`config.mk`:
```
export PLATFORM = sky130hd
export DESIGN_NAME = revive_core
export DESIGN_NICKNAME = d
export VERILOG_FILES = /design/src/design/revive_pkg.sv /design/src/design/instr_queue.sv /design/src/design/instr_sched.sv /design/src/design/reg_file.sv /design/src/design/exec_alu_port.sv /design/src/design/exec_mul_port.sv /design/src/design/writeback_arbiter.sv /design/src/design/revive_core.sv
export SDC_FILE = /design/constraint.sdc
export NUM_CORES = 2
export LEC_CHECK = 0
export ABC_AREA = 1
export BUFFER_PORTS_ARGS = -buffer_cell sky130_fd_sc_hd__clkbuf_2
export CAP_MARGIN = 20
export CORE_MARGIN = 2
export CORE_UTILIZATION = 25
export DETAILED_ROUTE_END_ITERATION = 8
export GPL_ROUTABILITY_DRIVEN = 0
export PLACE_DENSITY = 0.36
export RECOVER_POWER = 50
export SYNTH_ARGS = -nofsm -noshare
export SYNTH_HDL_FRONTEND = slang
export SYNTH_SLANG_ARGS = --single-unit
```
`constraint.sdc`:
```
create_clock -name i_clk -period 9.7 [get_ports i_clk]
set_input_delay 1.455 -clock i_clk [delete_from_list [all_inputs] [get_ports i_clk]]
set_output_delay 1.455 -clock i_clk [all_outputs]
set_load 0.01 [all_outputs]
```
`src/design/revive_pkg.sv`:
```
package revive_pkg;

    // ------------------------------------------------------------
    // Widths and sizes
    // ------------------------------------------------------------
    localparam int XLEN        = 32;
    localparam int NUM_REGS    = 16;
    localparam int REG_SEL_W   = 4;
    localparam int IMM_W       = 20;
    localparam int QUEUE_DEPTH = 4;
    localparam int QUEUE_PTR_W = $clog2(QUEUE_DEPTH);
    localparam int MUL_STAGES  = 3;

    // Codes outside this list are treated as no-ops
    typedef enum logic [3:0] {
        OP_ADD  = 4'h1,
        OP_SUB  = 4'h2,
        OP_AND  = 4'h3,
        OP_OR   = 4'h4,
        OP_XOR  = 4'h5,
        OP_ADDI = 4'h6,
        OP_MUL  = 4'h7
    } opcode_e;

    // ------------------------------------------------------------
    // Instruction word, register and immediate forms
    // ------------------------------------------------------------
    typedef struct packed {
        opcode_e                op;
        logic [REG_SEL_W-1:0]   rd;
        logic [REG_SEL_W-1:0]   rs1;
        logic [REG_SEL_W-1:0]   rs2;
        logic [15:0]            unused;
    } instr_reg_t;

    typedef struct packed {
        opcode_e                op;
        logic [REG_SEL_W-1:0]   rd;
        logic [REG_SEL_W-1:0]   rs1;
        logic [IMM_W-1:0]       imm;
    } instr_imm_t;

    typedef union packed {
        instr_reg_t rtype;
        instr_imm_t itype;
    } instr_u;

    // Issue record, scheduler to execution port
    typedef struct packed {
        logic                   valid;
        logic [REG_SEL_W-1:0]   rd;
        logic [XLEN-1:0]        a;
        logic [XLEN-1:0]        b;
        opcode_e                op;
    } issue_rec_t;

    // Writeback record, port request and arbiter output
    typedef struct packed {
        logic                   valid;
        logic [REG_SEL_W-1:0]   rd;
        logic [XLEN-1:0]        data;
    } wb_rec_t;

endpackage

```
`src/design/instr_queue.sv`:
```
`timescale 1ns/1ps

module instr_queue (
    input  logic                i_clk,
    input  logic                i_rst_n,
    input  logic                i_push,
    input  revive_pkg::instr_u  i_instr,
    input  logic                i_pop,
    output revive_pkg::instr_u  o_head,
    output logic                o_head_valid,
    output logic                o_credit
);
    import revive_pkg::*;

    instr_u                 mem [QUEUE_DEPTH];
    logic [QUEUE_PTR_W-1:0] wr_ptr;
    logic [QUEUE_PTR_W-1:0] rd_ptr;
    logic [QUEUE_PTR_W:0]   count;
    logic                   do_pop;

    function automatic logic [QUEUE_PTR_W-1:0] next_ptr(input logic [QUEUE_PTR_W-1:0] ptr);
        if (ptr == QUEUE_PTR_W'(QUEUE_DEPTH - 1)) begin
            return '0;
        end
        return ptr + 1'b1;
    endfunction

    // Sender credits guarantee there is room on every push
    assign do_pop       = i_pop & o_head_valid;
    assign o_head_valid = (count != '0);
    assign o_head       = mem[rd_ptr];

    always_ff @(posedge i_clk) begin
        if (i_push) begin
            mem[wr_ptr] <= i_instr;
        end
    end

    // ------------------------------------------------------------
    // Pointers, occupancy and credit return
    // ------------------------------------------------------------
    always_ff @(posedge i_clk) begin
        if (!i_rst_n) begin
            wr_ptr   <= '0;
            rd_ptr   <= '0;
            count    <= '0;
            o_credit <= 1'b0;
        end else begin
            if (i_push) begin
                wr_ptr <= next_ptr(wr_ptr);
            end
            if (do_pop) begin
                rd_ptr <= next_ptr(rd_ptr);
            end
            case ({i_push, do_pop})
                2'b10:   count <= count + 1'b1;
                2'b01:   count <= count - 1'b1;
                default: count <= count;
            endcase
            // One credit back per freed entry
            o_credit <= do_pop;
        end
    end

endmodule

```
`src/design/instr_sched.sv`:
```
`timescale 1ns/1ps

module instr_sched (
    input  logic                              i_clk,
    input  logic                              i_rst_n,
    input  revive_pkg::instr_u                i_head,
    input  logic                              i_head_valid,
    output logic                              o_pop,
    output logic [revive_pkg::REG_SEL_W-1:0]  o_rs1_sel,
    output logic [revive_pkg::REG_SEL_W-1:0]  o_rs2_sel,
    input  logic [revive_pkg::XLEN-1:0]       i_rs1_data,
    input  logic [revive_pkg::XLEN-1:0]       i_rs2_data,
    input  logic                              i_alu_ready,
    input  logic                              i_mul_ready,
    output revive_pkg::issue_rec_t            o_alu_issue,
    output revive_pkg::issue_rec_t            o_mul_issue,
    input  revive_pkg::wb_rec_t               i_wb
);
    import revive_pkg::*;

    opcode_e                op;
    logic [REG_SEL_W-1:0]   rd;
    logic [REG_SEL_W-1:0]   rs1;
    logic [REG_SEL_W-1:0]   rs2;
    logic [IMM_W-1:0]       imm;
    logic                   is_alu;
    logic                   is_mul;
    logic                   is_imm;
    logic                   hazard;
    logic                   discard;
    logic                   issue_alu;
    logic                   issue_mul;
    logic [XLEN-1:0]        operand_b;
    logic [NUM_REGS-1:0]    pending;
    logic [NUM_REGS-1:0]    wb_clear;
    logic [NUM_REGS-1:0]    busy;
    logic [NUM_REGS-1:0]    issue_set;
    issue_rec_t             issue_rec;

    // ------------------------------------------------------------
    // Decode
    // ------------------------------------------------------------
    assign op  = i_head.rtype.op;
    assign rd  = i_head.rtype.rd;
    assign rs1 = i_head.rtype.rs1;
    assign rs2 = i_head.rtype.rs2;
    assign imm = i_head.itype.imm;

    always_comb begin
        is_alu = 1'b0;
        is_mul = 1'b0;
        is_imm = 1'b0;
        case (op)
            OP_ADD, OP_SUB, OP_AND, OP_OR, OP_XOR: is_alu = 1'b1;
            OP_ADDI: begin
                is_alu = 1'b1;
                is_imm = 1'b1;
            end
            OP_MUL:  is_mul = 1'b1;
            default: ;
        endcase
    end

    assign o_rs1_sel = rs1;
    assign o_rs2_sel = rs2;
    assign operand_b = is_imm ? {{(XLEN - IMM_W){imm[IMM_W-1]}}, imm} : i_rs2_data;

    // ------------------------------------------------------------
    // Hazard check and issue
    // ------------------------------------------------------------
    // A writeback this cycle frees its register, the file bypasses the data
    assign wb_clear = i_wb.valid ? (NUM_REGS'(1) << i_wb.rd) : '0;
    assign busy     = pending & ~wb_clear;
    assign hazard   = busy[rs1] | (~is_imm & busy[rs2]) | busy[rd];

    assign discard   = i_head_valid & ((rd == '0) | ~(is_alu | is_mul));
    assign issue_alu = i_head_valid & ~discard & is_alu & ~hazard & i_alu_ready;
    assign issue_mul = i_head_valid & ~discard & is_mul & ~hazard & i_mul_ready;
    assign o_pop     = issue_alu | issue_mul | discard;

    assign issue_rec = '{valid: 1'b0, rd: rd, a: i_rs1_data, b: operand_b, op: op};

    always_comb begin
        o_alu_issue       = issue_rec;
        o_alu_issue.valid = issue_alu;
        o_mul_issue       = issue_rec;
        o_mul_issue.valid = issue_mul;
    end

    // Scoreboard
    assign issue_set = (issue_alu | issue_mul) ? (NUM_REGS'(1) << rd) : '0;

    always_ff @(posedge i_clk) begin
        if (!i_rst_n) begin
            pending <= '0;
        end else begin
            pending <= busy | issue_set;
        end
    end

endmodule

```
`src/design/reg_file.sv`:
```
`timescale 1ns/1ps

module reg_file (
    input  logic                              i_clk,
    input  logic                              i_rst_n,
    input  logic [revive_pkg::REG_SEL_W-1:0]  i_rs1_sel,
    input  logic [revive_pkg::REG_SEL_W-1:0]  i_rs2_sel,
    output logic [revive_pkg::XLEN-1:0]       o_rs1_data,
    output logic [revive_pkg::XLEN-1:0]       o_rs2_data,
    input  revive_pkg::wb_rec_t               i_wb
);
    import revive_pkg::*;

    logic [XLEN-1:0] regs [NUM_REGS];

    // Write-first read, register 0 hardwired to zero
    function automatic logic [XLEN-1:0] read_port(input logic [REG_SEL_W-1:0] sel);
        if (sel == '0) begin
            return '0;
        end
        if (i_wb.valid && (i_wb.rd == sel)) begin
            return i_wb.data;
        end
        return regs[sel];
    endfunction

    always_comb begin
        o_rs1_data = read_port(i_rs1_sel);
        o_rs2_data = read_port(i_rs2_sel);
    end

    always_ff @(posedge i_clk) begin
        if (!i_rst_n) begin
            for (int i = 0; i < NUM_REGS; i++) begin
                regs[i] <= '0;
            end
        end else if (i_wb.valid && (i_wb.rd != '0)) begin
            regs[i_wb.rd] <= i_wb.data;
        end
    end

endmodule

```
`src/design/exec_alu_port.sv`:
```
`timescale 1ns/1ps

module exec_alu_port (
    input  logic                    i_clk,
    input  logic                    i_rst_n,
    input  revive_pkg::issue_rec_t  i_issue,
    input  logic                    i_grant,
    output logic                    o_ready,
    output revive_pkg::wb_rec_t     o_req
);
    import revive_pkg::*;

    logic                   hold_valid;
    logic [REG_SEL_W-1:0]   hold_rd;
    logic [XLEN-1:0]        hold_data;
    logic [XLEN-1:0]        result;

    always_comb begin
        case (i_issue.op)
            OP_ADD, OP_ADDI: result = i_issue.a + i_issue.b;
            OP_SUB:          result = i_issue.a - i_issue.b;
            OP_AND:          result = i_issue.a & i_issue.b;
            OP_OR:           result = i_issue.a | i_issue.b;
            OP_XOR:          result = i_issue.a ^ i_issue.b;
            default:         result = '0;
        endcase
    end

    // Free when empty, or when the held result leaves this cycle
    assign o_ready = ~hold_valid | i_grant;
    assign o_req   = '{valid: hold_valid, rd: hold_rd, data: hold_data};

    always_ff @(posedge i_clk) begin
        if (!i_rst_n) begin
            hold_valid <= 1'b0;
        end else if (i_issue.valid) begin
            hold_valid <= 1'b1;
        end else if (i_grant) begin
            hold_valid <= 1'b0;
        end
    end

    always_ff @(posedge i_clk) begin
        if (i_issue.valid) begin
            hold_rd   <= i_issue.rd;
            hold_data <= result;
        end
    end

endmodule

```
`src/design/exec_mul_port.sv`:
```
`timescale 1ns/1ps

module exec_mul_port (
    input  logic                    i_clk,
    input  logic                    i_rst_n,
    input  revive_pkg::issue_rec_t  i_issue,
    input  logic                    i_grant,
    output logic                    o_ready,
    output revive_pkg::wb_rec_t     o_req
);
    import revive_pkg::*;

    logic [MUL_STAGES-1:0]  stg_valid;
    logic [MUL_STAGES-1:0]  stg_free;
    logic [REG_SEL_W-1:0]   stg_rd   [MUL_STAGES];
    logic [XLEN-1:0]        stg_data [MUL_STAGES];
    logic [XLEN-1:0]        product;

    // Low half only, carried down the stages for retiming
    assign product = i_issue.a * i_issue.b;

    // ------------------------------------------------------------
    // Stage flow control
    // ------------------------------------------------------------
    // A stage can load when it is empty or its contents move on
    always_comb begin
        stg_free[MUL_STAGES-1] = ~stg_valid[MUL_STAGES-1] | i_grant;
        for (int k = MUL_STAGES - 2; k >= 0; k--) begin
            stg_free[k] = ~stg_valid[k] | stg_free[k+1];
        end
    end

    assign o_ready = stg_free[0];

    always_ff @(posedge i_clk) begin
        if (!i_rst_n) begin
            stg_valid <= '0;
        end else begin
            if (stg_free[0]) begin
                stg_valid[0] <= i_issue.valid;
            end
            for (int k = 1; k < MUL_STAGES; k++) begin
                if (stg_free[k]) begin
                    stg_valid[k] <= stg_valid[k-1];
                end
            end
        end
    end

    always_ff @(posedge i_clk) begin
        if (stg_free[0]) begin
            stg_rd[0]   <= i_issue.rd;
            stg_data[0] <= product;
        end
        for (int k = 1; k < MUL_STAGES; k++) begin
            if (stg_free[k]) begin
                stg_rd[k]   <= stg_rd[k-1];
                stg_data[k] <= stg_data[k-1];
            end
        end
    end

    // Last stage doubles as the hold stage
    assign o_req = '{valid: stg_valid[MUL_STAGES-1],
                     rd:    stg_rd[MUL_STAGES-1],
                     data:  stg_data[MUL_STAGES-1]};

endmodule

```
`src/design/writeback_arbiter.sv`:
```
`timescale 1ns/1ps

module writeback_arbiter (
    input  revive_pkg::wb_rec_t i_alu_req,
    input  revive_pkg::wb_rec_t i_mul_req,
    output logic                o_alu_grant,
    output logic                o_mul_grant,
    output revive_pkg::wb_rec_t o_wb
);

    // ------------------------------------------------------------
    // Fixed priority
    // ------------------------------------------------------------
    // Multiplier first, its hold stage backs up the whole pipeline
    assign o_mul_grant = i_mul_req.valid;
    assign o_alu_grant = i_alu_req.valid & ~i_mul_req.valid;

    // Losing request keeps its hold register until a later grant
    always_comb begin
        if (o_mul_grant) begin
            o_wb = i_mul_req;
        end else if (o_alu_grant) begin
            o_wb = i_alu_req;
        end else begin
            o_wb = '0;
        end
    end

endmodule

```
`src/design/revive_core.sv`:
```
`timescale 1ns/1ps

module revive_core (
    input  logic                i_clk,
    input  logic                i_rst_n,
    input  logic                i_instr_valid,
    input  revive_pkg::instr_u  i_instr,
    output logic                o_credit,
    output revive_pkg::wb_rec_t o_wb
);
    import revive_pkg::*;

    instr_u                 head;
    logic                   head_valid;
    logic                   pop;
    logic [REG_SEL_W-1:0]   rs1_sel;
    logic [REG_SEL_W-1:0]   rs2_sel;
    logic [XLEN-1:0]        rs1_data;
    logic [XLEN-1:0]        rs2_data;
    logic                   alu_ready;
    logic                   mul_ready;
    issue_rec_t             alu_issue;
    issue_rec_t             mul_issue;
    wb_rec_t                alu_req;
    wb_rec_t                mul_req;
    logic                   alu_grant;
    logic                   mul_grant;
    wb_rec_t                wb;

    assign o_wb = wb;

    // ------------------------------------------------------------
    // Front: queue, scheduler, register file
    // ------------------------------------------------------------
    instr_queue u_queue (
        .i_clk          (i_clk),
        .i_rst_n        (i_rst_n),
        .i_push         (i_instr_valid),
        .i_instr        (i_instr),
        .i_pop          (pop),
        .o_head         (head),
        .o_head_valid   (head_valid),
        .o_credit       (o_credit)
    );

    instr_sched u_sched (
        .i_clk          (i_clk),
        .i_rst_n        (i_rst_n),
        .i_head         (head),
        .i_head_valid   (head_valid),
        .o_pop          (pop),
        .o_rs1_sel      (rs1_sel),
        .o_rs2_sel      (rs2_sel),
        .i_rs1_data     (rs1_data),
        .i_rs2_data     (rs2_data),
        .i_alu_ready    (alu_ready),
        .i_mul_ready    (mul_ready),
        .o_alu_issue    (alu_issue),
        .o_mul_issue    (mul_issue),
        .i_wb           (wb)
    );

    reg_file u_rf (
        .i_clk          (i_clk),
        .i_rst_n        (i_rst_n),
        .i_rs1_sel      (rs1_sel),
        .i_rs2_sel      (rs2_sel),
        .o_rs1_data     (rs1_data),
        .o_rs2_data     (rs2_data),
        .i_wb           (wb)
    );

    // ------------------------------------------------------------
    // Execution ports and writeback
    // ------------------------------------------------------------
    exec_alu_port u_alu (
        .i_clk          (i_clk),
        .i_rst_n        (i_rst_n),
        .i_issue        (alu_issue),
        .i_grant        (alu_grant),
        .o_ready        (alu_ready),
        .o_req          (alu_req)
    );

    exec_mul_port u_mul (
        .i_clk          (i_clk),
        .i_rst_n        (i_rst_n),
        .i_issue        (mul_issue),
        .i_grant        (mul_grant),
        .o_ready        (mul_ready),
        .o_req          (mul_req)
    );

    writeback_arbiter u_arb (
        .i_alu_req      (alu_req),
        .i_mul_req      (mul_req),
        .o_alu_grant    (alu_grant),
        .o_mul_grant    (mul_grant),
        .o_wb           (wb)
    );

endmodule

```
# Word-level counts from Yosys, hierarchy flattened
# Memory sizes are Yosys's and may differ from the RTL's. A register that Yosys moved wholly into a read port is not among the register bits.
# Index checks and enable logic that the tools add are counted.
# word_totals
reg_bits,64
ramBits,748
output_inout_bits,38
wordCells,133
memories,4
# op_classes
add_sub_neg,6
multipliers,1
n_lt_le_gt_ge,3
eq_ne,13
shift,2
mux,53
n_bitwise,29
n_reduce_logical,13
# memory_table
name,words,word_bits,read_ports,rd_clocked_by_memory_dff,write_ports,line_no,text
u_rf.regs,16,32,2,0,16,reg_file.sv:14,logic [XLEN-1:0] regs [NUM_REGS];
u_queue.mem,4,32,1,1,1,instr_queue.sv:15,instr_u mem [QUEUE_DEPTH];
u_mul.stg_data,3,32,3,0,3,exec_mul_port.sv:16,logic [XLEN-1:0] stg_data [MUL_STAGES];
u_mul.stg_rd,3,4,3,0,3,exec_mul_port.sv:15,logic [REG_SEL_W-1:0] stg_rd [MUL_STAGES];
# ops
cell,count
32-bit two-way mux,10
32-bit one-hot mux with 5 select lines,1
37-bit two-way mux,2
32-bit adder,1
32-bit AND,1
32-bit by 32-bit multiplier with 32-bit output,1
16-bit two-way mux,2
32-bit OR,1
32-bit OR reduction,1
1-bit by 4-bit left shift with 16-bit output (first input constant),2
32-bit subtractor,1
32-bit bitwise XOR,1
1-bit two-way mux,27
16-bit AND,1
4-bit by 3-bit == test with 1-bit output (second input constant),4
16-bit NOT,1
16-bit OR,1
4-bit by 5-bit < comparator with 1-bit output (second input constant),3
1-bit binary-select mux with 4-bit select,3
4-bit logical NOT,3
2-bit two-way mux,6
1-bit AND,10
4-bit by 2-bit == test with 1-bit output (second input constant),2
4-bit == test,2
other kinds (16),33

# Depth between registers and ports, before layout
# logic_depth
depth_word,24
mapped_depth,51
depth_no_buf,48

# By module
# A second synthesis with hierarchy kept.
# hier_totals
hier_cells,8773
area_unflattened_um2,66376.2
# by_module_without_submodules
module,instances,cells_per_inst,area_per_inst_um2,seq_area_each_um2
reg_file,1,4290,30650.6,15374.7
exec_mul_port,1,2499,20658.6,3303.2
exec_alu_port,1,1014,6374.9,1101.1
instr_queue,1,375,5278.8,4043.9
instr_sched,1,471,2798.9,320.3
writeback_arbiter,1,124,614.3,0.0

# Worst setup path before layout
# Ideal clock, no wire load.
# synth_path
kind,reg2reg
from,register with a tool-made name
to,memory u_mul.stg_data[0][31]
setup_time_ps,112
arrival_time_ps,8290
required_ps,9588
slack_ps,1298
path_stages_with_launch,48
n_path_buf,5
path_cell_list,dfxtp_1 -> inv_2 -> nand2_1 -> nand3_2 -> nand2_2 -> nand2_2 -> inv_2 -> buf_2 -> buf_2 -> buf_2 -> nand2_1 -> nand4_1 -> nand3_1 -> a21oi_1 -> nor2_1 -> clkbuf_1 -> inv_1 -> buf_1 -> [... 12 more ...] -> inv_1 -> fa_1 -> inv_1 -> ha_1 -> nand2_1 -> o21ai_0 -> nand3_1 -> nand2_1 -> a21boi_0 -> o21ai_0 -> a21oi_1 -> o21a_1 -> o21bai_1 -> nand2_1 -> nand2_1 -> inv_1 -> nand2_1 -> nand2_1
# synth_rtl
element,line_no
end: declaration,exec_mul_port.sv:16

==> results.yml <==
routing:
  viasPerCell: 4.85
  ant_nets: 0
  wl_um: 285000
  drtIter0Drc: 5423
  firstDrtPassIters: 6
  drc: 0
  vias: 51200
  wl_per_cell_um: 27.0
clock_tree:
  cts-root-buf: "clkbuf_16"
  clk_pin_slew_ns: 0.08
  htreeDepth: 3
  cts_buffers: 101
  clk_latency_ns: 0.80
  cts_tree: "yes"
  clk_path_buf_depth: 3
  cts_hold_buf: 0
  cts_sinks: 814
global_routing:
  grt_first_pass_wirelength_um: 400000
  antenna_found_initial: 11
  grt_util_all_layers_pct: 23.3
  grt_max_degree: 50
  grt_pass1_vias: 51200
  grt-ovfl-total: 0
timing:
  hold_viol: 0
  finClkSkew_ns: 0.0880
  slew_headroom_pct: -166
  finalMaxSlewViolations: 787
  finalHoldWorstSlack_ns: 0.277
  worstMarginPinSlew_ns: 3.98
  fin_ws_ns: 0.536
  clock.fmax_ghz: 0.109
  finalCritPeriodShare_pct: 94.5
  fin_crit_ns: 9.16
  rsz0062_at_grt: "no"
  setup_viol: 0
  tns_ns: 0
logic_synthesis:
  ys.warnings.count: 0
  yosys-top-cells-area: "edfxtp_1 (34%), fa_1 (14%), nand2_1 (12%)"
  post_synth.cell_area_avg_um2: 8.29
  synth_top_area_cell: "edfxtp_1"
  yosysSeqAreaShare_pct: 39.0
  synth_cell_types: 67
  async_flop_share_pct: 0
  syn_inst: 7127
  synth_edf_count: 676
  synth_ff_type: "edfxtp_1"
  syn_area_um2: 59100
  yosys_register_bits: 814
  synth_top_area_share_pct: 34.3
cells_and_area:
  fin_nets: 7990
  final_cells: 10600
  drive_gt1_share_pct: 9.89
  synthToLayoutAreaGrowth_pct: 16.2
worst_hold_path:
  whs_path_depth: 0
  hold_path_class: "flip-flop to flip-flop"
setup_path:
  reg2regPathDepth: 42
  worstPathRequired_ns: 10.30
  worstSetupEndpointType: "flip-flop"
  worstPathMaxFanout: 15
  cpMaxStageDelayCell: "fa_1"
  critical_path.max_stage_delay_ns: 0.59
  cpMostUsedCell: "inv_1"
  cp_data_arrival_time_ns: 9.77
  path_class: "flip-flop to flip-flop"
  cp-start-kind: "flip-flop"
  reg2reg_slack_ns: 0.54
floorplan:
  dieWidth_um: 490
  rows: 178
  die_area_um2: 240000
  core_area_um2: 235000
  io_pins: 73
  die_height_um: 490
  start_util_pct: 25.1
status:
  violations: "capacitance limit, slew limit"
  status: "complete, but fails checks"
placed_design:
  hpwl_um: 193000
  detailedPlace.worstSlack_ns: 0.196
  placedCellCount: 10400
  portBuffers: 72
flow_run:
  drv_cap: 24
worst max-delay path, delay by kind of cell (launching register included):
kind	cells	cell delay (ns)
buffers and inverters	14	1.75
DFF	1	0.38
xor gates and xnor gates	1	0.15
and+or+nand+nor	11	1.60
AOI/OAI and AO/OA	7	1.08
adders and majority gates	9	3.97
cells in the final DEF (no fill, tap or decap), drive strengths merged, types with 2 or more instances in the layout:
cell type  netlist  routed
clkbuf         175     233
a21boi           3       3
o221a            2       2
a21oi          176     176
buf            233     368
o2111ai         33      33
ha             225     225
inv           1016    1020
a32oi            6       6
o21bai           2       2
o221ai          37      37
edfxtp         676     676
conb             1      32
nor2           874     874
a221oi          11      11
clkinvlp         0       6
o21ai          162     162
nand3b          30      30
nor3            14      14
a22oi           16      16
o31ai            3       3
nand3          612     612
dfxtp          138     138
nor3b            2       2
bufinv           0       6
o21a             6       6
or2             25      25
nand4          109     109
xor2            58      58
nand2         1954    1955
o22ai           38      38
clkinv          16      53
a31oi            9       9
nor4             2       2
xnor2           22      22
o311ai           3       3
o211ai          22      22
fa             410     410
diode            0       4
area by class of cell:
| type | count | area (um^2) |
|---|---|---|
| fillers | 25300 | 166000 |
| flip-flops and latches | 814 | 23100 |
| clock inverters | 53 | 554 |
| well taps | 3150 | 3940 |
| multi-input cells | 4905 | 30700 |
| diodes | 4 | 10.0 |
| inverters | 1032 | 3900 |
| repair buffers | 466 | 3760 |
| clock buffers | 135 | 2790 |
through the flow:
stage               cell area, um^2  utilization, %
floorplan                     59200               -
global placement              65100            27.7
detailed placement            65100            27.7
CTS                           68500            29.1
global route                  68700            29.2
finish                        68700            29.2
flip-flops by register name, indices dropped and copies added, names as in the netlist, named ones only:
register / count
u_sched.pending: 16
u_alu.hold_valid: 1
u_alu.hold_rd: 4
u_mul.stg_valid: 3
u_queue.wr_ptr: 2
u_mul.stg_rd: 12
u_rf.regs: 512
u_alu.hold_data: 32
u_queue.mem: 128
u_queue.rd_ptr: 2
u_queue.count: 3
u_mul.stg_data: 96
u_queue.o_credit: 1
path summary, 6_finish.rpt:
path,startpoint,endpoint
setup / recovery,flip-flop,u_mul.stg_data[0][28]
hold / removal,u_mul.stg_data[0][57],u_mul.stg_data[0][89]
setup reg to reg,flip-flop,u_mul.stg_data[0][28]
hold reg to reg,u_mul.stg_data[0][57],u_mul.stg_data[0][89]
synth_stat cells (all sizes together), types with 2 or more instances:
cell type / n
nand2: 1954
inv: 1016
nor2: 874
edfxtp: 676
nand3: 612
fa: 410
buf: 233
ha: 225
a21oi: 176
clkbuf: 175
o21ai: 162
dfxtp: 138
nand4: 109
xor2: 58
o22ai: 38
o221ai: 37
o2111ai: 33
nand3b: 30
or2: 25
o211ai: 22
xnor2: 22
a22oi: 16
clkinv: 16
nor3: 14
a221oi: 11
a31oi: 9
a32oi: 6
o21a: 6
a21boi: 3
o311ai: 3
o31ai: 3
nor3b: 2
nor4: 2
o21bai: 2
o221a: 2
kinds of logic (layout without fill, tap and decap cells):
kind of cell	after synthesis	after routing	share of synthesized area [%]
simple gates	3623	3624	25.6
buf+inv	1440	1686	9.90
flops	814	814	39.0
fa+ha+maj	635	635	18.7
compound gates	534	534	5.65
xor+xnor	80	80	1.19
other cells	1	36	0.00635
timing repair:
item / in CTS / in global routing
endpoints found under the hold margin: 0 / 0
setup endpoints to repair: 0 / 8
setup buffers: 0 / 5
resized for setup: 0 / 67
routing by layer:
metal / global-route usage [%] / wire, um
met5: 0 / 61
met4: 9.05 / 12600
met3: 3.41 / 18600
met2: 36.9 / 128000
met1: 31.8 / 126000
Power is left out: the tool's default activity adds up to more than one toggle a clock period on the data nets, which glitch-free logic cannot reach.
